### src/common/tcp_pkg.sv
// Shared sizes, flag positions, connection states and response opcodes of the TCP controller
package tcp_pkg;

	// ----------------------------------------
	// Sizes

	// Transmit buffers behind the arbiter
	localparam int BUF_NUM = 4;
	localparam int SEQ_W = 32;
	// Lengths and ports share this width
	localparam int LEN_W = 16;
	// Header length in 32-bit words without options
	localparam logic [3:0] HDR_WORDS = 4'd5;
	// Initial send sequence number
	localparam logic [SEQ_W-1:0] ISS = '0;

	// ----------------------------------------
	// Bit positions in the 6-bit flag field

	localparam int FLG_FIN = 0;
	localparam int FLG_SYN = 1;
	localparam int FLG_RST = 2;
	localparam int FLG_PSH = 3;
	localparam int FLG_ACK = 4;

	// ----------------------------------------
	// Server side connection states
	typedef enum logic [2:0] {
		LISTEN,
		SYN_RCVD,
		ESTABLISHED,
		CLOSE_WAIT,
		LAST_ACK,
		CLOSED
	} conn_state_t;

	// Segment kinds the controller can send
	typedef enum logic [2:0] {
		RESP_SYNACK,
		RESP_ACK,
		RESP_FINACK,
		RESP_RST,
		RESP_DATA
	} resp_kind_t;

endpackage

### src/source/tcp_rx_latch.sv
// Single-entry holding register for received segment headers, with peer port filtering
module tcp_rx_latch (
	input  logic                      clk,
	input  logic                      rst_n,
	input  logic                      seg_valid_i,
	input  logic [tcp_pkg::LEN_W-1:0] seg_src_port_i,
	input  logic [5:0]                seg_flags_i,
	input  logic [tcp_pkg::SEQ_W-1:0] seg_seq_i,
	input  logic [tcp_pkg::LEN_W-1:0] seg_len_i,
	input  logic [tcp_pkg::LEN_W-1:0] peer_port_i,
	input  logic                      connected_i,
	input  logic                      consume_i,
	output logic                      seg_rd_o,
	output logic                      seg_full_o,
	output logic [5:0]                lat_flags_o,
	output logic [tcp_pkg::SEQ_W-1:0] lat_seq_o,
	output logic [tcp_pkg::LEN_W-1:0] lat_len_o,
	output logic [tcp_pkg::LEN_W-1:0] lat_src_port_o
);

	logic full;
	logic take;
	logic foreign;
	logic keep;

	// Read strobe is up whenever the entry is free
	assign seg_rd_o = !full;
	assign take = seg_valid_i && !full;

	// Once connected only the peer port is accepted
	assign foreign = connected_i && (seg_src_port_i != peer_port_i);
	assign keep = take && !foreign;

	always_ff @(posedge clk or negedge rst_n)
	begin
		if (!rst_n)
			full <= 1'b0;
		else if (consume_i)
			full <= 1'b0;
		else if (keep)
			full <= 1'b1;
	end

	// Header fields
	always_ff @(posedge clk)
	begin
		if (keep)
		begin
			lat_flags_o <= seg_flags_i;
			lat_seq_o <= seg_seq_i;
			lat_len_o <= seg_len_i;
			lat_src_port_o <= seg_src_port_i;
		end
	end

	assign seg_full_o = full;

	// FSM may only take a segment that is actually held
	a_consume_full: assert property (@(posedge clk) disable iff (!rst_n)
		consume_i |-> full);

endmodule

### config.mk
export PLATFORM = sky130hd
export DESIGN_NAME = tcp_rx_latch
export DESIGN_NICKNAME = d
export VERILOG_FILES = /design/src/common/tcp_pkg.sv /design/src/source/tcp_rx_latch.sv
export SDC_FILE = /design/constraint.sdc
export NUM_CORES = 1
export LEC_CHECK = 0
export BUFFER_PORTS_ARGS = -buffer_cell sky130_fd_sc_hd__buf_2
export CORE_MARGIN = 10
export CORE_UTILIZATION = 38
export CTS_BUF_LIST = sky130_fd_sc_hd__clkbuf_8
export CTS_CLUSTER_SIZE = 14
export DETAILED_ROUTE_END_ITERATION = 10
export HOLD_SLACK_MARGIN = 0.12
export PLACE_DENSITY_LB_ADDON = 0.08
export SLEW_MARGIN = 20
export SYNTH_ARGS = -nofsm -noshare
export SYNTH_HDL_FRONTEND = slang
export SYNTH_SLANG_ARGS = --single-unit
### constraint.sdc
create_clock -name clk -period 4.2 [get_ports clk]
set_input_delay 0.21 -clock clk [delete_from_list [all_inputs] [get_ports clk]]
set_output_delay 0.21 -clock clk [all_outputs]
set_load 0.005 [all_outputs]
# Word level (Yosys, flattened, before mapping)
# Index checks and enable logic that the tools add are counted.
# op_classes
n_eq_ne	1
mux	2
n_reduce_logical	6
# op_table
cell	n
16-bit != test	1
1-bit logical AND	3
1-bit zero test	2
1-bit two-way mux	2
2-bit nonzero test	1
# word_totals
reg_bits	71
inputBits	91
output_inout_bits	72
word_cells	14

# Logic depth before layout (Yosys ltp)
# logic_depth
word_depth	6
ltp_mapped	4
ltp_nobuf	4

# Worst setup path before layout
# OpenSTA, ideal clock, no wires.
# synth_path
path_kind	input port to flip-flop
startpoint	in peer_port_i[8] (netlist bit)
endpoint	reg lat_flags_o[0], enable pin
setup_ns	0.521
arrival_time_ns	4.190
slack_ns	-0.512
path_stages	4
path_buffers	0
cell_sequence	xor2_1 nor4_1 nand4_1 a21oi_1
# synth_between
elab_chain_cells	4
# synth_rtl
item	line_no	text
start: declaration	tcp_rx_latch.sv:10	input logic [tcp_pkg::LEN_W-1:0] peer_port_i,
16-bit != test	tcp_rx_latch.sv:31	assign foreign = connected_i && (seg_src_port_i != peer_port_i);
1-bit logical AND	tcp_rx_latch.sv:31	
1-bit zero test	tcp_rx_latch.sv:32	assign keep = take && !foreign;
1-bit logical AND	tcp_rx_latch.sv:32	
via keep	tcp_rx_latch.sv:24	logic keep;
end signal: assignment	tcp_rx_latch.sv:49	lat_flags_o <= seg_flags_i;
end: declaration	tcp_rx_latch.sv:15	output logic [5:0] lat_flags_o,
# The timed path passes the listed nets, and every way through them passes these cells.
# A chain may end at the register's enable or synchronous reset.

# Worst setup path after layout
# layout_path
startpoint	in seg_src_port_i[15] (netlist bit)
endpoint	reg lat_len_o[2] (netlist bit), enable pin
# layout_between
elab_chain_cells	4
# layout_rtl
item	line_no	text
start: declaration	tcp_rx_latch.sv:6	input logic [tcp_pkg::LEN_W-1:0] seg_src_port_i,
16-bit != test	tcp_rx_latch.sv:31	
1-bit logical AND	tcp_rx_latch.sv:31	
1-bit zero test	tcp_rx_latch.sv:32	
1-bit logical AND	tcp_rx_latch.sv:32	
via keep	tcp_rx_latch.sv:24	
end signal: assignment	tcp_rx_latch.sv:51	lat_len_o <= seg_len_i;
end: declaration	tcp_rx_latch.sv:17	output logic [tcp_pkg::LEN_W-1:0] lat_len_o,
# The timed path passes the listed nets, and every way through them passes these cells.

==> results.cfg <==
[status]
status = finished, final reports clean

[final_layout]
postLayoutCellArea_sq_um = 4164
fin_nets = 436
syn2layout_area_growth_pct = 79.21
layout.area.seq_sq_um = 2127
multi_input_area_sq_um = 203.9
drive_above_1_share_pct = 50.57
antennaDiodeCount = 0
nFillCells = 425

[placement]
dpl.hpwl_mm = 5.010
portBuffers = 162
gp_congestion = 0.7353
placed_area_sq_um = 3254

[clock_tree]
worst_skew_pair.late_latency_ps = 330
cts_tree = yes
clock-sinks = 71
htreeDepth = 3
clk_pin_slew_ps = 70
postCtsResizedCells = 0
post_cts_buffers = 0
root_buffer = clkbuf_8
clockBufferDepth = 2
cts_buffers = 9

[detailed_routing]
drt-wirelength-per-cell_um = 17.77
drt_iter0_drc = 45
vias = 1836
vias_per_cell = 4.320
drc = 0
detail-route-antenna-nets = 0
drt_pass1_iterations = 4
routed_wl_mm = 7.551

[sta]
min_period_ps = 2379
fmax_mhz = 420.3
rsz0062_at_grt = no
tns_ps = 0
post-route-period-util_pct = 56.65
skew_ps = 7.140
hold_viol = 0
slew_violations = 0
tightest_slew_ps = 464.0
setup_viol = 0
slew_headroom_pct = 69.07

[setup_path]
worstPathArrival_ps = 2350
cp-end-kind = register
crit_fanout = 37
worstPathRequired_ps = 4170
critPathLaunchType = input port
critical_path_class = in2reg

[floorplanning]
coreArea_sq_um = 5921
die-area_sq_um = 9642
initial_core_util_pct = 39.24
dieWidth_um = 98.20
fp.dieH_um = 98.20
rows = 28
io_pins = 163

[synthesis]
ys_ff_latch = 71
synthCells = 97
synth.distinct_cells = 10
synth_area_per_cell_sq_um = 23.95
synth_warnings = 0
syn_area_sq_um = 2323
seq_area_frac_synth_pct = 91.55
syn_nets = 188

[power_and_ir_drop]
seqPwrFrac_pct = 55.2
cellPowerDensity_nw_per_um2 = 357.9
p_switching_mw = 0.3101
comb_power_share_pct = 11.3
p_sw_share_pct = 20.81
p_clk_share_pct = 33.6
vdd_drop_max_uv = 190.6
power_leakage_nw = 1.798
p_int_mw = 1.180

[global_route]
grt_max_degree = 38
grt_pass1_vias = 2060
grt_use_total_pct = 15.09
antenna_found_initial = 0
grt_overflow = 0
grt_pass1_wl_mm = 11.23

[hold_path]
hold_class = in2async

[flow_run]
cap_violations = 0
-- power by group through the flow --
stage / clock network (mW) / registers [mW] / logic [mW]
final: 0.501 / 0.822 / 0.168
after global routing: 0.549 / 0.824 / 0.183
after CTS: 0.518 / 0.821 / 0.168
after global placement: 0 / 0.836 / 0.111
after detailed placement: 0 / 0.837 / 0.113
after floorplan: 0 / 0.844 / 0.0229
-- cells by family after synthesis --
group / count (synthesis) / synth area share, %
AO/OA/AOI/OAI: 2 / 0.5922
AND/OR/NAND/NOR: 7 / 1.669
buffers and inverters: 1 / 0.1614
XOR/XNOR: 16 / 6.031
flip-flops: 71 / 91.55
-- sequential cells by signal (all words and copies together), names as in the netlist --
name and cells:
lat_len_o 16, seg_full_o 1, lat_src_port_o 16, lat_flags_o 6, lat_seq_o 32
-- worst paths after layout --
check	startpoint	end	depth (start not counted)	slack (ps)
setup / recovery	seg_src_port_i[15]	lat_len_o[2]	7	1820
hold / removal	rst_n	seg_full_o	2	200
setup reg to reg	seg_full_o	lat_len_o[2]	4	2700
hold reg to reg	seg_full_o	lat_src_port_o[3]	4	1060
max in group asynchronous	rst_n	seg_full_o	2	3920
min in group clk	connected_i	lat_src_port_o[3]	3	520
-- critical path, stage by stage --
cell and delay (ps):
dlygate4sd3_1 550, buf_2 150, xor2_1 140, nor4_1 400, nand4_1 250, a21oi_4 210
buf_4 420
-- cells in the final DEF (no fill, tap or decap) --
cell           count
a21oi_4            1
nand2_1            1
buf_2            162
clkinv_2           2
nor4_1             4
buf_4              2
inv_1              2
bufinv_16          1
clkbuf_8           9
a311oi_1           1
clkinv_1           3
xor2_1            16
dlygate4sd3_1     73
edfxtp_1          70
nor2_1             1
nand4_1            1
dfrtp_1            1
-- through the flow --
| step | total power [mW] | setup slack, ps | std cells | hold slack [ps] | util, % |
|---|---|---|---|---|---|
| floorplan | 0.8674 | 1040 | 97 | -85.59 | - |
| global placement | 0.9470 | 2103 | 336 | -14.00 | 54.97 |
| detailed placement | 0.9500 | 2012 | 336 | -11.10 | 54.97 |
| CTS | 1.508 | 1827 | 425 | 169.9 | 70.33 |
| global route | 1.555 | 1692 | 425 | 176.9 | 70.33 |
| finish | 1.490 | 1821 | 425 | 195.7 | 70.33 |
-- what timing repair did --
action	in CTS	in global routing
endpoints found under the setup margin	0	0
hold endpoints to repair	72	0
hold buffers	73	0
-- cell usage after synthesis --
cell      instances  share of area (%)
edfxtp_1         70                 90
xor2_1           16                6.0
nor4_1            4                1.1
a21oi_1           1               0.22
a311oi_1          1               0.38
dfrtp_1           1                1.1
inv_1             1               0.16
nand2_1           1               0.16
nand4_1           1               0.27
nor2_1            1               0.16
-- metal layers --
layer,GRT usage [%],up-vias,wire length [um]
met5,0,-,0
met4,6.505,0,86
met3,6.765,8,674
met2,27.51,86,4145
met1,14.26,863,2645
li1,-,879,-
-- final cells by class --
| cell class | count | area share (%) |
|---|---|---|
| timing repair buffer | 237 | 37.38 |
| multi-input combinational | 25 | 4.898 |
| tap | 75 | 2.254 |
| clock buffer | 9 | 2.975 |
| inverter | 1 | 0.09014 |
| clock inverter | 7 | 1.322 |
| sequential | 71 | 51.08 |
(Power assumes the default switching activity.)
