--- config.mk ---
export PLATFORM = sky130hd
export DESIGN_NAME = tcp_tx_header
export DESIGN_NICKNAME = d
export VERILOG_FILES = /design/src/common/tcp_pkg.sv /design/src/tcp_ctrl/tcp_tx_header.sv
export SDC_FILE = /design/constraint.sdc
export NUM_CORES = 1
export LEC_CHECK = 0
export ABC_AREA = 1
export ABC_CLOCK_PERIOD_IN_PS = 3130
export BUFFER_PORTS_ARGS = -buffer_cell sky130_fd_sc_hd__buf_2
export CAP_MARGIN = 20
export CORE_MARGIN = 5
export CORE_UTILIZATION = 43
export CTS_CLUSTER_SIZE = 20
export DETAILED_ROUTE_END_ITERATION = 7
export GPL_TIMING_DRIVEN = 0
export PLACE_DENSITY_LB_ADDON = 0.3
export SLEW_MARGIN = 15
export SYNTH_ARGS = -nofsm -noshare
export SYNTH_HDL_FRONTEND = slang
export SYNTH_SLANG_ARGS = --single-unit
--- constraint.sdc ---
create_clock -name clk -period 3.13 [get_ports clk]
set_input_delay 0.313 -clock clk [delete_from_list [all_inputs] [get_ports clk]]
set_output_delay 0.313 -clock clk [all_outputs]
set_load 0.01 [all_outputs]
--- src/common/tcp_pkg.sv ---
// Shared sizes, flag positions, connection states and response opcodes of the TCP controller
package tcp_pkg;

	// ----------------------------------------
	// Sizes

	// Transmit buffers behind the arbiter
	localparam int BUF_NUM = 4;
	localparam int SEQ_W = 32;
	// Lengths and ports share this width
	localparam int LEN_W = 16;
	// Header length in 32-bit words without options
	localparam logic [3:0] HDR_WORDS = 4'd5;
	// Initial send sequence number
	localparam logic [SEQ_W-1:0] ISS = '0;

	// ----------------------------------------
	// Bit positions in the 6-bit flag field

	localparam int FLG_FIN = 0;
	localparam int FLG_SYN = 1;
	localparam int FLG_RST = 2;
	localparam int FLG_PSH = 3;
	localparam int FLG_ACK = 4;

	// ----------------------------------------
	// Server side connection states
	typedef enum logic [2:0] {
		LISTEN,
		SYN_RCVD,
		ESTABLISHED,
		CLOSE_WAIT,
		LAST_ACK,
		CLOSED
	} conn_state_t;

	// Segment kinds the controller can send
	typedef enum logic [2:0] {
		RESP_SYNACK,
		RESP_ACK,
		RESP_FINACK,
		RESP_RST,
		RESP_DATA
	} resp_kind_t;

endpackage

--- src/tcp_ctrl/tcp_tx_header.sv ---
// Outgoing header builder with send sequence tracking and the req/ack transmit handshake
module tcp_tx_header (
	input  logic                      clk,
	input  logic                      rst_n,
	input  logic                      resp_go_i,
	input  tcp_pkg::resp_kind_t       resp_kind_i,
	input  logic                      peer_port_we_i,
	input  logic [tcp_pkg::SEQ_W-1:0] lat_seq_i,
	input  logic [tcp_pkg::LEN_W-1:0] lat_len_i,
	input  logic                      lat_fin_i,
	input  logic [tcp_pkg::LEN_W-1:0] lat_src_port_i,
	input  logic [tcp_pkg::LEN_W-1:0] buf_len_i,
	input  logic                      tx_ack_i,
	output logic                      tx_req_o,
	output logic                      tx_busy_o,
	output logic [5:0]                tx_flags_o,
	output logic [tcp_pkg::SEQ_W-1:0] tx_seq_o,
	output logic [tcp_pkg::SEQ_W-1:0] tx_ack_num_o,
	output logic [tcp_pkg::LEN_W-1:0] tx_len_o,
	output logic [3:0]                tx_hdr_len_o,
	output logic [tcp_pkg::LEN_W-1:0] tx_dst_port_o,
	output logic [tcp_pkg::LEN_W-1:0] peer_port_o,
	output logic                      buf_done_o
);

	tcp_pkg::resp_kind_t kind_r;
	logic busy;
	logic done;
	logic [tcp_pkg::LEN_W-1:0] peer_port;
	logic [tcp_pkg::SEQ_W-1:0] snd_nxt;
	logic [tcp_pkg::SEQ_W-1:0] seg_end;
	logic [5:0] nxt_flags;
	logic [tcp_pkg::SEQ_W-1:0] nxt_seq;
	logic [tcp_pkg::SEQ_W-1:0] nxt_ack;
	logic [tcp_pkg::LEN_W-1:0] nxt_len;

	// First sequence number after the received segment
	assign seg_end = lat_seq_i + {{(tcp_pkg::SEQ_W - tcp_pkg::LEN_W){1'b0}}, lat_len_i};

	// ----------------------------------------
	// Field selection per reply kind
	always_comb
	begin
		nxt_flags = '0;
		nxt_seq = snd_nxt;
		nxt_ack = tx_ack_num_o;
		nxt_len = '0;
		case (resp_kind_i)
			tcp_pkg::RESP_SYNACK:
			begin
				nxt_flags[tcp_pkg::FLG_SYN] = 1'b1;
				nxt_flags[tcp_pkg::FLG_ACK] = 1'b1;
				nxt_seq = tcp_pkg::ISS;
				nxt_ack = lat_seq_i + 1;
			end
			tcp_pkg::RESP_ACK:
			begin
				nxt_flags[tcp_pkg::FLG_ACK] = 1'b1;
				// FIN occupies one sequence number
				nxt_ack = seg_end + {{(tcp_pkg::SEQ_W - 1){1'b0}}, lat_fin_i};
			end
			tcp_pkg::RESP_FINACK:
			begin
				nxt_flags[tcp_pkg::FLG_FIN] = 1'b1;
				nxt_flags[tcp_pkg::FLG_ACK] = 1'b1;
			end
			tcp_pkg::RESP_RST:
			begin
				nxt_flags[tcp_pkg::FLG_RST] = 1'b1;
				nxt_ack = seg_end;
			end
			tcp_pkg::RESP_DATA:
			begin
				nxt_flags[tcp_pkg::FLG_PSH] = 1'b1;
				nxt_flags[tcp_pkg::FLG_ACK] = 1'b1;
				nxt_len = buf_len_i;
			end
			default:
				nxt_len = '0;
		endcase
	end

	always_ff @(posedge clk)
	begin
		if (resp_go_i)
		begin
			tx_flags_o <= nxt_flags;
			tx_seq_o <= nxt_seq;
			tx_ack_num_o <= nxt_ack;
			tx_len_o <= nxt_len;
		end
	end

	// Handshake ends once ack has dropped after req
	assign done = busy && !tx_req_o && !tx_ack_i;

	always_ff @(posedge clk or negedge rst_n)
	begin
		if (!rst_n)
		begin
			tx_req_o <= 1'b0;
			busy <= 1'b0;
			kind_r <= tcp_pkg::RESP_ACK;
			snd_nxt <= tcp_pkg::ISS;
			peer_port <= '0;
		end
		else
		begin
			if (resp_go_i)
			begin
				tx_req_o <= 1'b1;
				busy <= 1'b1;
				kind_r <= resp_kind_i;
				if (resp_kind_i == tcp_pkg::RESP_SYNACK)
					snd_nxt <= tcp_pkg::ISS + 1;
			end
			else if (tx_req_o && tx_ack_i)
				tx_req_o <= 1'b0;
			else if (done)
			begin
				busy <= 1'b0;
				// Payload is counted as sent only at completion
				if (kind_r == tcp_pkg::RESP_DATA)
					snd_nxt <= snd_nxt + {{(tcp_pkg::SEQ_W - tcp_pkg::LEN_W){1'b0}}, tx_len_o};
			end
			if (peer_port_we_i)
				peer_port <= lat_src_port_i;
		end
	end

	assign tx_busy_o = busy;
	assign buf_done_o = done && (kind_r == tcp_pkg::RESP_DATA);
	assign tx_hdr_len_o = tcp_pkg::HDR_WORDS;
	assign tx_dst_port_o = peer_port;
	assign peer_port_o = peer_port;

	// Transmitter sees a frozen header for the whole request
	a_hdr_stable: assert property (@(posedge clk) disable iff (!rst_n)
		tx_req_o |=> (!tx_req_o || $stable({tx_flags_o, tx_seq_o, tx_ack_num_o,
			tx_len_o, tx_dst_port_o})));

endmodule

-- Word-level counts from Yosys, hierarchy flattened
Index checks and enable logic that the tools add are counted.
- register bits: 138
- word-level logic and storage cells: 51
- output and inout bits: 125
- add/sub/neg operators: 4
- reduce and logical (&&, ||, !) cells: 15
- muxes and demuxes: 16
- equal/unequal tests: 7
- operators with widths (operator ; count):
    $mux 32 ; 5
    $pmux 32 s3 ; 1
    $add 32x16->32 ; 2
    $add 32x1->32 ; 1
    $add 32x1->32 const B ; 1
    $mux 1 ; 10
    $eq 3x2->1 const B ; 2
    $eq 3x3->1 const B ; 2
    $reduce_bool 2->1 ; 3
    $logic_and 1x1->1 ; 4
    $reduce_and 2->1 ; 2
    $reduce_and 4->1 ; 1
    $reduce_or 4->1 ; 1
    $eq 3x1->1 const B ; 1
    $logic_not 3->1 ; 1
    $reduce_bool 3->1 ; 1
    $logic_not 1->1 ; 2
    $ne 2x1->1 const B ; 1
    $ne 2x2->1 const B ; 1

-- Logic depth before layout (Yosys ltp)
- word-level depth: 6
- depth in mapped cells: 19
- depth with buffers taken out: 19

-- Worst setup path after synthesis
No wires, ideal clock.
- path kind: input to register
- start: in resp_kind_i[0]
- end: reg tx_ack_num_o[0] in the netlist's numbering, enable pin
- setup time: 0.432 ns
- cell stages on the path: 5
- required time: 2.698 ns
- data arrival time: 2.584 ns
- setup slack: 0.114 ns
- cells stage by stage: inv_1 nor2_2 clkinv_1 clkbuf_1 a21oi_1
- cells in the longest elaborated chain, start to end: 3
- elaborated cells on any way between the ends: 5
- RTL lines (element ; RTL line ; source):
    from (decl) ; tcp_tx_header.sv:6 ; input tcp_pkg::resp_kind_t resp_kind_i,
    $eq 3x1->1, or another cell as far along ; tcp_tx_header.sv:48 ; case (resp_kind_i)
    $reduce_bool 3->1 (no line) (*) ; n/a ;
    $reduce_and 2->1 (no line) (*) ; n/a ;
    to (signal assigned) ; tcp_tx_header.sv:89 ; tx_ack_num_o <= nxt_ack;
    to (decl) ; tcp_tx_header.sv:18 ; output logic [tcp_pkg::SEQ_W-1:0] tx_ack_num_o,
Mark *: on every way between the ends. The rest lies on a longest branch, timed or not.
A chain may end at the register's enable or synchronous reset.

-- Worst setup path after layout
- start: in resp_go_i
- end: reg snd_nxt[21] in the netlist's numbering
- cells in the longest elaborated chain, start to end: 2
- elaborated cells on any way between the ends: 6
- RTL lines (element ; RTL line ; source):
    from (decl) ; tcp_tx_header.sv:5 ; input logic resp_go_i,
    $ne 2x1->1 (no line), or another cell as far along ; n/a ;
    $reduce_and 4->1 (no line) ; n/a ;
    to (signal assigned) ; tcp_tx_header.sv:104 ; snd_nxt <= tcp_pkg::ISS;
    to (signal assigned) ; tcp_tx_header.sv:115 ; snd_nxt <= tcp_pkg::ISS + 1;
    to (signal assigned) ; tcp_tx_header.sv:124 ; snd_nxt <= snd_nxt + {{(tcp_pkg::SEQ_W - tcp_pkg::LEN_W){1'b0}}, tx_len_o};
    to (decl) ; tcp_tx_header.sv:30 ; logic [tcp_pkg::SEQ_W-1:0] snd_nxt;
Several ways; a longest one is shown, not always the timed one.

==> results.toml <==
[final_layout]
syn2layout_area_growth_pct = 20.1
utilization = 0.524
diodes = 0
drive_above_1_share = 0.210
nets = 1767

[synth]
yosysWarnings = 0
synthArstFlopShare = 0.384
yosys-top-cells-area = "edfxtp_1 (25%), nand2_1 (14%), dfrtp_1 (13%), inv_1 (7.4%), nor2_1 (6.0%)"
synth.top_cell.area_share = 0.250
ys_types = 51
synthCells = 1413
synth_area_um2 = 10200
synthTopCellsByCount = "nand2_1 (382), inv_1 (201), nor2_1 (163)"
synth_flop_cell = "edfxtp_1"
synth_most_common_cell = "nand2_1"
synth_top_cell_by_area = "edfxtp_1"
avgSynthCellArea_um2 = 7.22
synth_edf_count = 85
ys_ff_latch = 138
ys_seq_area_frac = 0.380

[min_path]
hp-class = "input port to flip-flop"

[routing]
drtIter0Drc = 652
firstDrtPassIters = 5
drc = 0
ant_nets = 0
via_per_inst = 5.07
wl_per_cell_um = 15.1
drt_wl_total_mm = 29.7
vias = 10009

[setup_path]
cp-startpoint = "resp_go_i"
crit_path_cell_trace = "buf_2 -> buf_12 -> buf_2 -> inv_1 -> nand2_1 -> inv_1 -> nor2_2 -> clkinv_2 -> nand2_1 -> inv_1 -> nand4_1 -> xor2_1 -> nor2_1"
crit_type = "input port to flip-flop"
crit_slowest_cell = "buf_2"
arrival_ns = 3.11
reg2reg_slack_ns = 0.36
crit_cells = 13
path_buf_inv = 7
r2r-start = "tx_len_o[0]"
r2r_cells = 13
r2r-end = "snd_nxt[12]"
cp_common_cell = "inv_1"
slowest_delay_ns = 0.47
crit_path_end = "snd_nxt[21]"
cp_max_fo = 29
startpoint_type = "input port"
cp-end-kind = "flip-flop"
cpLargestDelayFamily = "buffers and inverters"
worstPathRequired_ns = 3.42

[sta]
finalHoldViolations = 0
period_minus_slack_ns = 2.82
fin_skew_ns = 0.00664
relSlewSlack = 0.425
clock.fmax_ghz = 0.355
fin_ws_ns = 0.310
finalSetupViolations = 0
period_share = 0.901
max_slew.worst_pin.slew_ns = 0.860
rsz0062_at_grt = "no"
maxSlewViolCount = 0

[cts]
cts_tree = "built"
cts_setup_buffers = 0
cts_buffer_depth = 2
clkLatencyLatePin_ns = 0.41
htree_num_levels = 4
cts-root-buf = "clkbuf_16"
numClockSinks = 138
clk_pin_slew_worst_paths_ns = 0.06
numCtsBuffers = 17

[global_routing]
grt_max_degree = 54
gr-total-overflow = 0
grt_usage = 0.223
grt_pass1_wl_mm = 47.3
grt_pass1_vias = 9514
antenna_found_initial = 0

[floorplan]
die_h_um = 164
pin_count = 214
initial_core_util = 0.436
die_area_um2 = 26900
num_rows = 56
coreArea_um2 = 23400
die_x_um = 164

[placement]
port_buffers = 203
gp_congestion = 0.911
dp_slack_ns = -0.518
hpwl_mm = 24.6

[run_status]
outcome = "complete, no violations"

[pwr]
power_density_nw_per_um2 = 462
vdd_drop_max_v = 0.000382
p_leak_nw = 6.05

[flow_run]
cap_violations = 0
stage by stage:
stage | TNS [ns] | hold slack [ns] | power [W] | cells | area, µm²
6_report | 0 | 0.125 | 0.00567 | 1973 | 12300
3_5_place_dp | -7.98 | 0.416 | 0.00384 | 1940 | 11700
3_3_place_gp | -57.32 | 0.457 | 0.00380 | 1938 | 11600
2_1_floorplan | 0 | 0.0174 | 0.00331 | 1416 | 10200
5_1_grt | 0 | 0.107 | 0.00602 | 1973 | 12300
4_1_cts | 0 | 0.110 | 0.00571 | 1973 | 12300
cells in the final DEF, fill, tap and decap left out, types with 6 or more instances in the layout:
cell,count
clkbuf_16,17
nand4_1,43
nand2_1,382
nor2_1,162
edfxtp_1,85
dfrtp_1,52
clkinv_2,6
nand2_2,20
inv_1,201
nand3_1,115
inv_2,6
a21oi_1,48
mux2_2,16
nor3_1,21
o22ai_1,9
buf_2,206
nor2_2,18
nand3_2,8
o211ai_1,6
buf_4,23
ha_1,35
clkbuf_1,14
nor2_4,7
nand3b_1,7
o21ai_0,48
xor2_1,25
cells by family after synthesis:
group                    after synthesis  synth area share
other                                  2          0.000736
AND/OR/NAND/NOR                      802             0.353
adder cells (fa/ha/maj)               37            0.0468
XOR/XNOR                              29            0.0249
AO/OA/AOI/OAI                        139            0.0765
flip-flops                           138             0.380
multiplexers                          16            0.0177
buffers and inverters                250             0.101
metal layers:
layer	vias to the layer above	global-route usage	part of all wire
met2	390	0.383	0.47
met4	0	0.0823	0.034
met5	-	0	0
met3	59	0.0314	0.073
li1	5064	-	-
met1	4496	0.286	0.42
power by group:
group	internal (W)	switching (W)
logic	0.000564	0.00101
registers	0.00215	0.0000936
clock network	0.00109	0.000764
flip-flops by register name, indices dropped and copies added, names as in the netlist:
name / count
snd_nxt: 32
tx_req_o: 1
peer_port_o: 16
tx_seq_o: 32
tx_len_o: 16
kind_r: 3
tx_busy_o: 1
tx_ack_num_o: 32
tx_flags_o: 5
area by class of cell:
class / count / area [µm²]
Buffer: 41 / 241
Clock buffer: 17 / 425
Clock inverter: 15 / 129
Fill cell: 2352 / 11100
Inverter: 209 / 786
Multi-Input combinational cell: 1028 / 5320
Sequential cell: 138 / 3880
Tap cell: 319 / 399
Timing Repair Buffer: 206 / 1080
worst min path at each step:
stage                                 start        endpoint  depth (start not counted)
after floorplan                       rst_n       kind_r[1]                          0
after global placement            kind_r[2]       kind_r[2]                          2
after detailed placement              rst_n      snd_nxt[8]                          1
after CTS                 lat_src_port_i[6]  peer_port_o[6]                          2
after global routing      lat_src_port_i[6]  peer_port_o[6]                          2
final                     lat_src_port_i[6]  peer_port_o[6]                          2
repair_timing:
item / CTS / global route
endpoints found under the setup margin: 13 / 17
resized for setup: 1 / 1
endpoints found under the hold margin: 52 / 0
hold buffers: 1 / 0
No activity file was read; power rests on OpenSTA's default activity.
