<file path="config.mk">
export PLATFORM = sky130hd
export DESIGN_NAME = tcp_conn_fsm
export DESIGN_NICKNAME = d
export VERILOG_FILES = /design/src/common/tcp_pkg.sv /design/src/tcp_ctrl/tcp_conn_fsm.sv
export SDC_FILE = /design/constraint.sdc
export NUM_CORES = 1
export LEC_CHECK = 0
export BUFFER_PORTS_ARGS = -buffer_cell sky130_fd_sc_hd__buf_4
export CORE_MARGIN = 2
export CORE_UTILIZATION = 42
export CTS_CLUSTER_DIAMETER = 100
export DETAILED_ROUTE_END_ITERATION = 10
export HOLD_SLACK_MARGIN = 0.03
export PLACE_DENSITY = 0.76
export SLEW_MARGIN = 20
export SYNTH_ARGS = -nofsm -noshare
export SYNTH_HDL_FRONTEND = slang
export SYNTH_SLANG_ARGS = --single-unit
</file>
<file path="constraint.sdc">
create_clock -name clk -period 2.2 [get_ports clk]
set_clock_uncertainty 0.05 [all_clocks]
set_input_delay 0.33 -clock clk [delete_from_list [all_inputs] [get_ports clk]]
set_output_delay 0.33 -clock clk [all_outputs]
set_load 0.05 [all_outputs]
</file>
<file path="src/common/tcp_pkg.sv">
// Shared sizes, flag positions, connection states and response opcodes of the TCP controller
package tcp_pkg;

	// ----------------------------------------
	// Sizes

	// Transmit buffers behind the arbiter
	localparam int BUF_NUM = 4;
	localparam int SEQ_W = 32;
	// Lengths and ports share this width
	localparam int LEN_W = 16;
	// Header length in 32-bit words without options
	localparam logic [3:0] HDR_WORDS = 4'd5;
	// Initial send sequence number
	localparam logic [SEQ_W-1:0] ISS = '0;

	// ----------------------------------------
	// Bit positions in the 6-bit flag field

	localparam int FLG_FIN = 0;
	localparam int FLG_SYN = 1;
	localparam int FLG_RST = 2;
	localparam int FLG_PSH = 3;
	localparam int FLG_ACK = 4;

	// ----------------------------------------
	// Server side connection states
	typedef enum logic [2:0] {
		LISTEN,
		SYN_RCVD,
		ESTABLISHED,
		CLOSE_WAIT,
		LAST_ACK,
		CLOSED
	} conn_state_t;

	// Segment kinds the controller can send
	typedef enum logic [2:0] {
		RESP_SYNACK,
		RESP_ACK,
		RESP_FINACK,
		RESP_RST,
		RESP_DATA
	} resp_kind_t;

endpackage

</file>
<file path="src/tcp_ctrl/tcp_conn_fsm.sv">
// Server side TCP connection FSM that consumes latched segments and picks the reply to send
module tcp_conn_fsm (
	input  logic                      clk,
	input  logic                      rst_n,
	input  logic                      seg_full_i,
	input  logic [5:0]                lat_flags_i,
	input  logic [tcp_pkg::LEN_W-1:0] lat_len_i,
	input  logic                      tx_busy_i,
	input  logic                      grant_valid_i,
	output logic                      consume_o,
	output logic                      resp_go_o,
	output tcp_pkg::resp_kind_t       resp_kind_o,
	output logic                      peer_port_we_o,
	output logic                      connected_o,
	output logic                      state_listen_o,
	output logic                      state_estab_o
);

	tcp_pkg::conn_state_t state;
	logic send_ok;
	logic syn;
	logic ack;
	logic fin;
	logic rst;

	assign syn = lat_flags_i[tcp_pkg::FLG_SYN];
	assign ack = lat_flags_i[tcp_pkg::FLG_ACK];
	assign fin = lat_flags_i[tcp_pkg::FLG_FIN];
	assign rst = lat_flags_i[tcp_pkg::FLG_RST];

	// Transmitter free and no request issued in this cycle
	assign send_ok = !tx_busy_i && !resp_go_o;
	assign consume_o = seg_full_i && send_ok;

	always_ff @(posedge clk or negedge rst_n)
	begin
		if (!rst_n)
		begin
			state <= tcp_pkg::LISTEN;
			resp_go_o <= 1'b0;
			resp_kind_o <= tcp_pkg::RESP_ACK;
			peer_port_we_o <= 1'b0;
		end
		else
		begin
			resp_go_o <= 1'b0;
			peer_port_we_o <= 1'b0;
			if (consume_o)
			begin
				// RST aborts from any state with no reply
				if (rst)
					state <= tcp_pkg::LISTEN;
				else
				begin
					case (state)
						tcp_pkg::LISTEN:
							if (syn && !ack)
							begin
								state <= tcp_pkg::SYN_RCVD;
								resp_go_o <= 1'b1;
								resp_kind_o <= tcp_pkg::RESP_SYNACK;
								peer_port_we_o <= 1'b1;
							end
						tcp_pkg::SYN_RCVD:
							if (syn)
								state <= tcp_pkg::CLOSED;
							else if (ack)
								state <= tcp_pkg::ESTABLISHED;
						tcp_pkg::ESTABLISHED:
							if (syn)
							begin
								state <= tcp_pkg::LISTEN;
								resp_go_o <= 1'b1;
								resp_kind_o <= tcp_pkg::RESP_RST;
							end
							else if (fin)
							begin
								state <= tcp_pkg::CLOSE_WAIT;
								resp_go_o <= 1'b1;
								resp_kind_o <= tcp_pkg::RESP_ACK;
							end
							else if (ack && (lat_len_i != '0))
							begin
								resp_go_o <= 1'b1;
								resp_kind_o <= tcp_pkg::RESP_ACK;
							end
						tcp_pkg::LAST_ACK:
							if (ack)
								state <= tcp_pkg::CLOSED;
						default:
							state <= state;
					endcase
				end
			end
			else
			begin
				// ----------------------------------------
				// Actions without a received segment
				case (state)
					tcp_pkg::CLOSE_WAIT:
						if (send_ok)
						begin
							state <= tcp_pkg::LAST_ACK;
							resp_go_o <= 1'b1;
							resp_kind_o <= tcp_pkg::RESP_FINACK;
						end
					tcp_pkg::CLOSED:
						state <= tcp_pkg::LISTEN;
					tcp_pkg::ESTABLISHED:
						if (send_ok && !seg_full_i && grant_valid_i)
						begin
							resp_go_o <= 1'b1;
							resp_kind_o <= tcp_pkg::RESP_DATA;
						end
					default:
						state <= state;
				endcase
			end
		end
	end

	assign connected_o = (state == tcp_pkg::ESTABLISHED);
	assign state_listen_o = (state == tcp_pkg::LISTEN);
	assign state_estab_o = (state == tcp_pkg::ESTABLISHED);

	// Header builder must be idle whenever a new reply starts
	a_go_idle: assert property (@(posedge clk) disable iff (!rst_n)
		resp_go_o |-> !tx_busy_i);

endmodule

</file>
Yosys cells after proc, flatten, opt, wreduce, memory -nomap -nowiden. Cells that the tools add are included.

Equal/unequal tests: 16. Multiplexer cells: 34. Reduce and logical (&&, ||, !) cells: 16.

Operators by type and width (count): $mux W3 (17); $pmux W3 S2 (3); $reduce_bool A16 Y1 (1); $reduce_and A7 Y1 (2); $pmux W3 S4 (1); $mux W1 (11); $ne A5 B5 Y1 const B (2); $eq A3 B2 Y1 const B (2); $eq A3 B3 Y1 const B (2); $logic_and A1 B1 Y1 (6); $ne A3 B2 Y1 const B (2); $ne A6 B2 Y1 const B (1); $reduce_bool A3 Y1 (2); $ne A5 B4 Y1 const B (1); $logic_not A1 Y1 (4); $ne A4 B3 Y1 const B (1); $ne A4 B4 Y1 const B (1); $pmux W1 S2 (2); $eq A3 B1 Y1 const B (1); $logic_not A3 Y1 (1); $ne A3 B1 Y1 const B (1); $ne A3 B3 Y1 const B (1); $ne A2 B2 Y1 const B (1).

Bits in registers: 8. Bits of input ports: 27. Output and inout port bits: 9. Logic and storage cells: 70.

Depth between registers and ports, before layout. Gate-level depths: netlist of run 1.

Depth after elaboration: 8. Mapped depth: 7. Mapped depth without buffers: 7.

Least setup slack after synthesis of run 1. OpenSTA, ideal clock, no wires.

Path kind: reg-to-output. From: register state[2]. To: output port state_estab_o. Data arrival time: 1835 ps. Data required time: 1820 ps. Setup slack: -15 ps. Stages on the path, launching flop included: 4. Path buffers: 1. Path through: dfrtp_1 > and2b_1 > nor2b_1 > buf_4.

Longest elaborated chain between the ends: 1.

RTL lines: start, declared (line tcp_conn_fsm.sv:19) `tcp_pkg::conn_state_t state;`; start signal, assigned (line tcp_conn_fsm.sv:39) `state <= tcp_pkg::LISTEN;`; start signal, assigned (line tcp_conn_fsm.sv:52) `state <= tcp_pkg::LISTEN;`; start signal, assigned (line tcp_conn_fsm.sv:59) `state <= tcp_pkg::SYN_RCVD;`; $eq A3 B2 Y1; end, declared (line tcp_conn_fsm.sv:16) `output logic state_estab_o`.

Every way passes these cells.

Final worst setup path of run 1.
From: register state[1]. To: output port connected_o.

Longest elaborated chain between the ends: 1.

RTL lines: $eq A3 B2 Y1 (line tcp_conn_fsm.sv:122) `assign connected_o = (state == tcp_pkg::ESTABLISHED);`; end, declared (line tcp_conn_fsm.sv:14) `output logic connected_o,`.

Every way passes these cells.

==> results of run 1 <==
## layer usage
metal | GRT usage, % | vias to the layer above
li1 | - | 359
met1 | 26.1 | 346
met2 | 34.3 | 35
met3 | 5.53 | 2
met4 | 7.27 | 0
met5 | 0 | -
## synth_stat cells, types with 2 or more instances
| master | count | area [sq um] |
|---|---|---|
| a21oi_1 | 5 | 25.0 |
| nand2b_1 | 4 | 25.0 |
| o21ai_0 | 5 | 25.0 |
| buf_6 | 2 | 22.5 |
| nand2_1 | 2 | 7.51 |
| nand2_2 | 2 | 12.5 |
| a211oi_1 | 3 | 22.5 |
| inv_1 | 5 | 18.8 |
| nor2_1 | 7 | 26.3 |
| dfrtp_1 | 7 | 175 |
| nor4_1 | 4 | 25.0 |
| nor3_1 | 4 | 20.0 |
| o31ai_1 | 2 | 15.0 |
## worst paths after layout
check	start	end	slack, ns	depth (start not counted)
max in group asynchronous	rst_n	resp_kind_o[0]	1.51	2
max	state[1]	connected_o	0.25	3
max reg2reg	state[0]	resp_kind_o[1]	0.35	4
min reg2reg	resp_kind_o[0]	resp_kind_o[0]	0.41	2
min in group asynchronous	rst_n	resp_kind_o[2]	0.38	2
min	grant_valid_i	resp_kind_o[2]	0.30	2
## worst reg2reg max path: stages (launching register included)
cell      delay [ns]
dfrtp_1         0.53
buf_4           0.23
o211a_1         0.23
a211oi_2        0.36
mux2_4          0.33
## cell type report
type                    instances  area (sq um)
well taps                      16          20.0
repair buffers                 36           273
flip-flops and latches          8           201
clock buffers                   4          26.3
multi-input cells              58           390
fillers                       133           538
inverters                       6          22.5
## through the flow
| stage | power (mW) | utilization, % | instances |
|---|---|---|---|
| 3_3_place_gp | 0.670 | 61.0 | 123 |
| 3_5_place_dp | 0.678 | 61.0 | 123 |
| 2_1_floorplan | 0.552 | - | 76 |
| 5_1_grt | 0.854 | 63.4 | 128 |
| 4_1_cts | 0.805 | 63.4 | 128 |
| 6_report | 0.804 | 63.4 | 128 |
## sequential cells by signal, indices dropped and copies added, names as in the netlist
signal and cells:
peer_port_we_o 1, resp_kind_o 3, state 3, resp_go_o 1
## cell families (layout without fill, tap and decap cells)
| group | count (synthesis) | in the layout | share of synthesized area [%] |
|---|---|---|---|
| muxes | 1 | 1 | 2.32 |
| AOI/OAI and AO/OA | 23 | 23 | 24.9 |
| buffers and inverters | 10 | 46 | 8.90 |
| and+or+nand+nor | 34 | 34 | 32.7 |
| DFF | 8 | 8 | 31.1 |
## layout by cell type (no fill, tap or decap), types with 2 or more instances in the layout
cell and instances:
a211oi_1 3, a21oi_1 5, buf_4 35, clkbuf_4 3
dfrtp_1 7, inv_1 5, nand2_1 2, nand2_2 2
nand2b_1 4, nor2_1 7, nor3_1 4, nor4_1 4
o21ai_0 5, o31ai_1 2
## power by group through the flow
stage                     sequential (mW)  clock, mW  combinational, mW
after global routing                0.263      0.130              0.461
after floorplan                     0.282          0              0.270
after global placement              0.253          0              0.417
after CTS                           0.251      0.128              0.427
after detailed placement            0.253          0              0.424
final                               0.251      0.126              0.427
==> metrics, run 1 <==
outcome=complete, no violations; Routed WL=1660 um; dpl hpwl=1310 um; Final setup viols=0; first-pass GRT wire length=2910 um; Layout Nets=140; final slew viol count=0; pre-CTS setup slack=0.363 ns; crit-path cells=and2b_1 -> nor2b_2 -> buf_4; post-CTS sizing=0; worst setup path class=register to primary output; FFs w/ async S/R, synth=100%; Distinct cells, synth=37; Worst path top cell family by delay=simple AND/OR/NAND/NOR gates; number of global-route vias before repair=713; initial antenna violation count=0; grt ovf=0; total CTS buffers=3; clock latency on the worst-skew pair=0.26 ns; # hold bufs at CTS=1; Clock transition at path regs=0.06 ns; DRC=0; met2 WL=840 um; CTS max path bufs=2; Antenna Diode Count=0; Antenna Violating Nets Remaining=0; average cell area after synthesis=8.51 sq um; Max-Cap Viols=0; Startpoint Class=register; commonest register cell after synthesis=dfrtp_1; Clk pwr share=around 16%; Placed Area=897 sq um; ratio of final minimum period to clock period=a little under 90%; slowest stage delay, CP=just over 0.5 ns; Hold WS=0.300 ns; CORE AREA=roughly 0.0015 sq mm; Sw Ratio=46.0%; Pint=0.434 mW; RSZ-0062 raised after global routing=false; leak pwr=around 0.46 nW; fmax=513 MHz; Logic pwr share=between 50% and 60%; CP max FO=11; 1st-pass router iterations=4; H-tree Lvls=1; Initial Util=44.0%; worst slew pin tran=0.467 ns; clock sink count=8; TritonCTS clock tree=done; setup TNS=0 ns; drt wl/cell=13.0 um; number of cell rows=14; CP Buf/Inv Count=1; HP Class=input port to register; GPL Wtd Cong=roughly 0.80; flops & latches, synth=8; vias after detailed routing=approximately 740; minimum clock period after layout=1.95 ns; yosys warns=0; Seq/Total Area, Yosys=between 30 and 40%; vias per cell=5.80; Max VDD drop=466 uV; CTS root buffer=clkbuf_4; Final Hold Fails=0; met3 WL=between 100 and 150 um; Iteration-0 DRC Markers=14; switching power=0.369 mW; share of cells above drive strength 1=42.9%; syn nets=a little over 100; uppermost layer routed=met4; M1 wire length=700 um; final setup margin=0.252 ns; headroom to the max-slew limit=68.6%; total die area=0.00187 sq mm; I/O pin count=36; worst path required time=1.82 ns; sequential share of power=31.2%; Worst Setup End Kind=primary output; I/O Buffers=33; design area=roughly 930 sq um; DIE HEIGHT=43.2 um; area of the mapped netlist=647 sq um; gr usage total=20.9%; Post-synth EDFFs=0; largest net degree at the start of global routing=13; WP data arrival=roughly 1.6 ns; area delta synth->final=44.3%; Setup Buffers After CTS=0; post-synthesis instance total=76; Slowest cell on crit path=dfrtp_1; PD cells=861 mW/mm^2; Die W=about 43 um
(Power assumes the default switching activity.)
==> run 2: changes to the inputs <==
- CORE_MARGIN: 2 -> default
- GPL_TIMING_DRIVEN: default -> 1
==> run 2 against run 1 <==
Combinational power about the same; final cell count down 0.78%; clock power about the same.
==> metrics, run 2 (synthesized netlist as in run 1, its figures left out) <==
headroom to the max-slew limit=68.1%; dpl hpwl=1330 um; R2R setup slack=0.33 ns; DIE HEIGHT=41.2 um; I/O pin count=36; vias per cell=5.83; first-pass GRT wire length=~2600 um; # hold bufs at CTS=1; post-CTS sizing=0; Antenna Diode Count=0; slowest stage delay, CP=0.50 ns; 1st-pass router iterations=4; Antenna Violating Nets Remaining=0; Setup Buffers After CTS=0; clock latency on the worst-skew pair=0.27 ns; largest net degree at the start of global routing=12; r2r endpoint=resp_kind_o[1]; gr usage total=24.1%; total CTS buffers=3; most common cell after layout, fill and taps aside=buf_4; outcome=complete, no violations; TritonCTS clock tree=done; worst path required time=1.82 ns; Crit. Startpoint=state[1]; setup TNS=0 ns; R2R cell count=4; Final setup viols=0; HP Class=input port to register; crit-path cells=and2b_1 -> nor2b_2 -> buf_4; WHS Path Cells=2; WP data arrival=between 1.5 and 2 ns; fmax=519 MHz; Max-Cap Viols=0; total die area=0.00170 sq mm; RSZ-0062 raised after global routing=false; number of cell rows=13; leak pwr=0.458 nW; initial antenna violation count=0; Worst path top cell family by delay=simple AND/OR/NAND/NOR gates; H-tree Lvls=1; vias after detailed routing=740; switching power=0.375 mW; Worst Setup End Kind=primary output; I/O Buffers=33; Iteration-0 DRC Markers=20; Cell Count, Final, Fillers Out=about 130; CTS max path bufs=2; share of cells above drive strength 1=42.9%; Layout Nets=140; Logic pwr share=~53%; Startpoint Class=register; Slowest cell on crit path=dfrtp_1; Hold WS=0.297 ns; most frequent cells in the layout=buf_4 (35), nor2_1 (7), dfrtp_1 (7); Clk pwr share=15.8%; CORE AREA=roughly 0.0014 sq mm; DP Cell Count=approximately 120; beginning of the worst hold path=grant_valid_i; CP Buf/Inv Count=1; Min-Delay Endpoint=resp_kind_o[2]; CTS root buffer=clkbuf_4; PD cells=just under 900 mW/mm^2; clock sink count=8; Final Hold Fails=0; Sw Ratio=46.4%; ratio of final minimum period to clock period=87.6%; worst setup path class=register to primary output; Max VDD drop=359 uV; area delta synth->final=44.1%; DRC=0; Die W=about 41 um; Pint=0.434 mW; number of global-route vias before repair=656; Initial Util=47.3%; worst slew pin tran=0.474 ns; top flop regs=resp_kind_o x3, state x3; CP max FO=11; R2R Path Start=state[0]; Clock transition at path regs=about 0.06 ns; Routed WL=1670 um; final slew viol count=0; minimum clock period after layout=between 1.5 and 2 ns; drt wl/cell=approximately 13 um; GPL Wtd Cong=0.788; Final Power=0.810 mW; sequential share of power=~31%; grt ovf=0
run 2: cell counts in the layout (fill, tap and decap cells not counted):
Identical to the previous run, type by type.
run 2: worst max-delay path by stage:
stage,end,slack (ns),cells after the start
detailed placement,resp_kind_o[1],0.36,4
floorplan,state_listen_o,0.12,2
global placement,resp_kind_o[1],0.37,4
CTS,state_estab_o,0.29,3
global route,state_estab_o,0.16,3
finish,connected_o,0.27,3
run 2: final cells by class:
type	instances	area (sq um)
timing repair buffer	36	273
multi-input combinational	58	390
fill	132	434
clock buffer	4	26.3
inverter	6	22.5
sequential	8	201
tap	15	18.8
run 2: per-stage QoR:
| stage | instance area [sq um] | setup WS [ns] | util (%) |
|---|---|---|---|
| 5_1_grt | 932 | 0.164 | 68.2 |
| 3_3_place_gp | 896 | 0.372 | 65.6 |
| 3_5_place_dp | 896 | 0.362 | 65.6 |
| 6_report | 932 | 0.274 | 68.2 |
| 4_1_cts | 932 | 0.287 | 68.2 |
| 2_1_floorplan | 649 | 0.120 | - |
run 2: layer usage:
metal,global-route usage (%),wire length [um],up-vias
li1,-,-,356
met1,25.3,630,335
met2,40.6,842,44
met3,7.07,148,5
met4,16.9,46,0
met5,0,0,-
run 2: power by group through the flow:
stage	logic (mW)	registers (mW)	clock network (mW)
finish	0.429	0.253	0.128
global route	0.464	0.260	0.134
CTS	0.430	0.252	0.127
detailed placement	0.426	0.253	0
global placement	0.419	0.250	0
floorplan	0.270	0.282	0
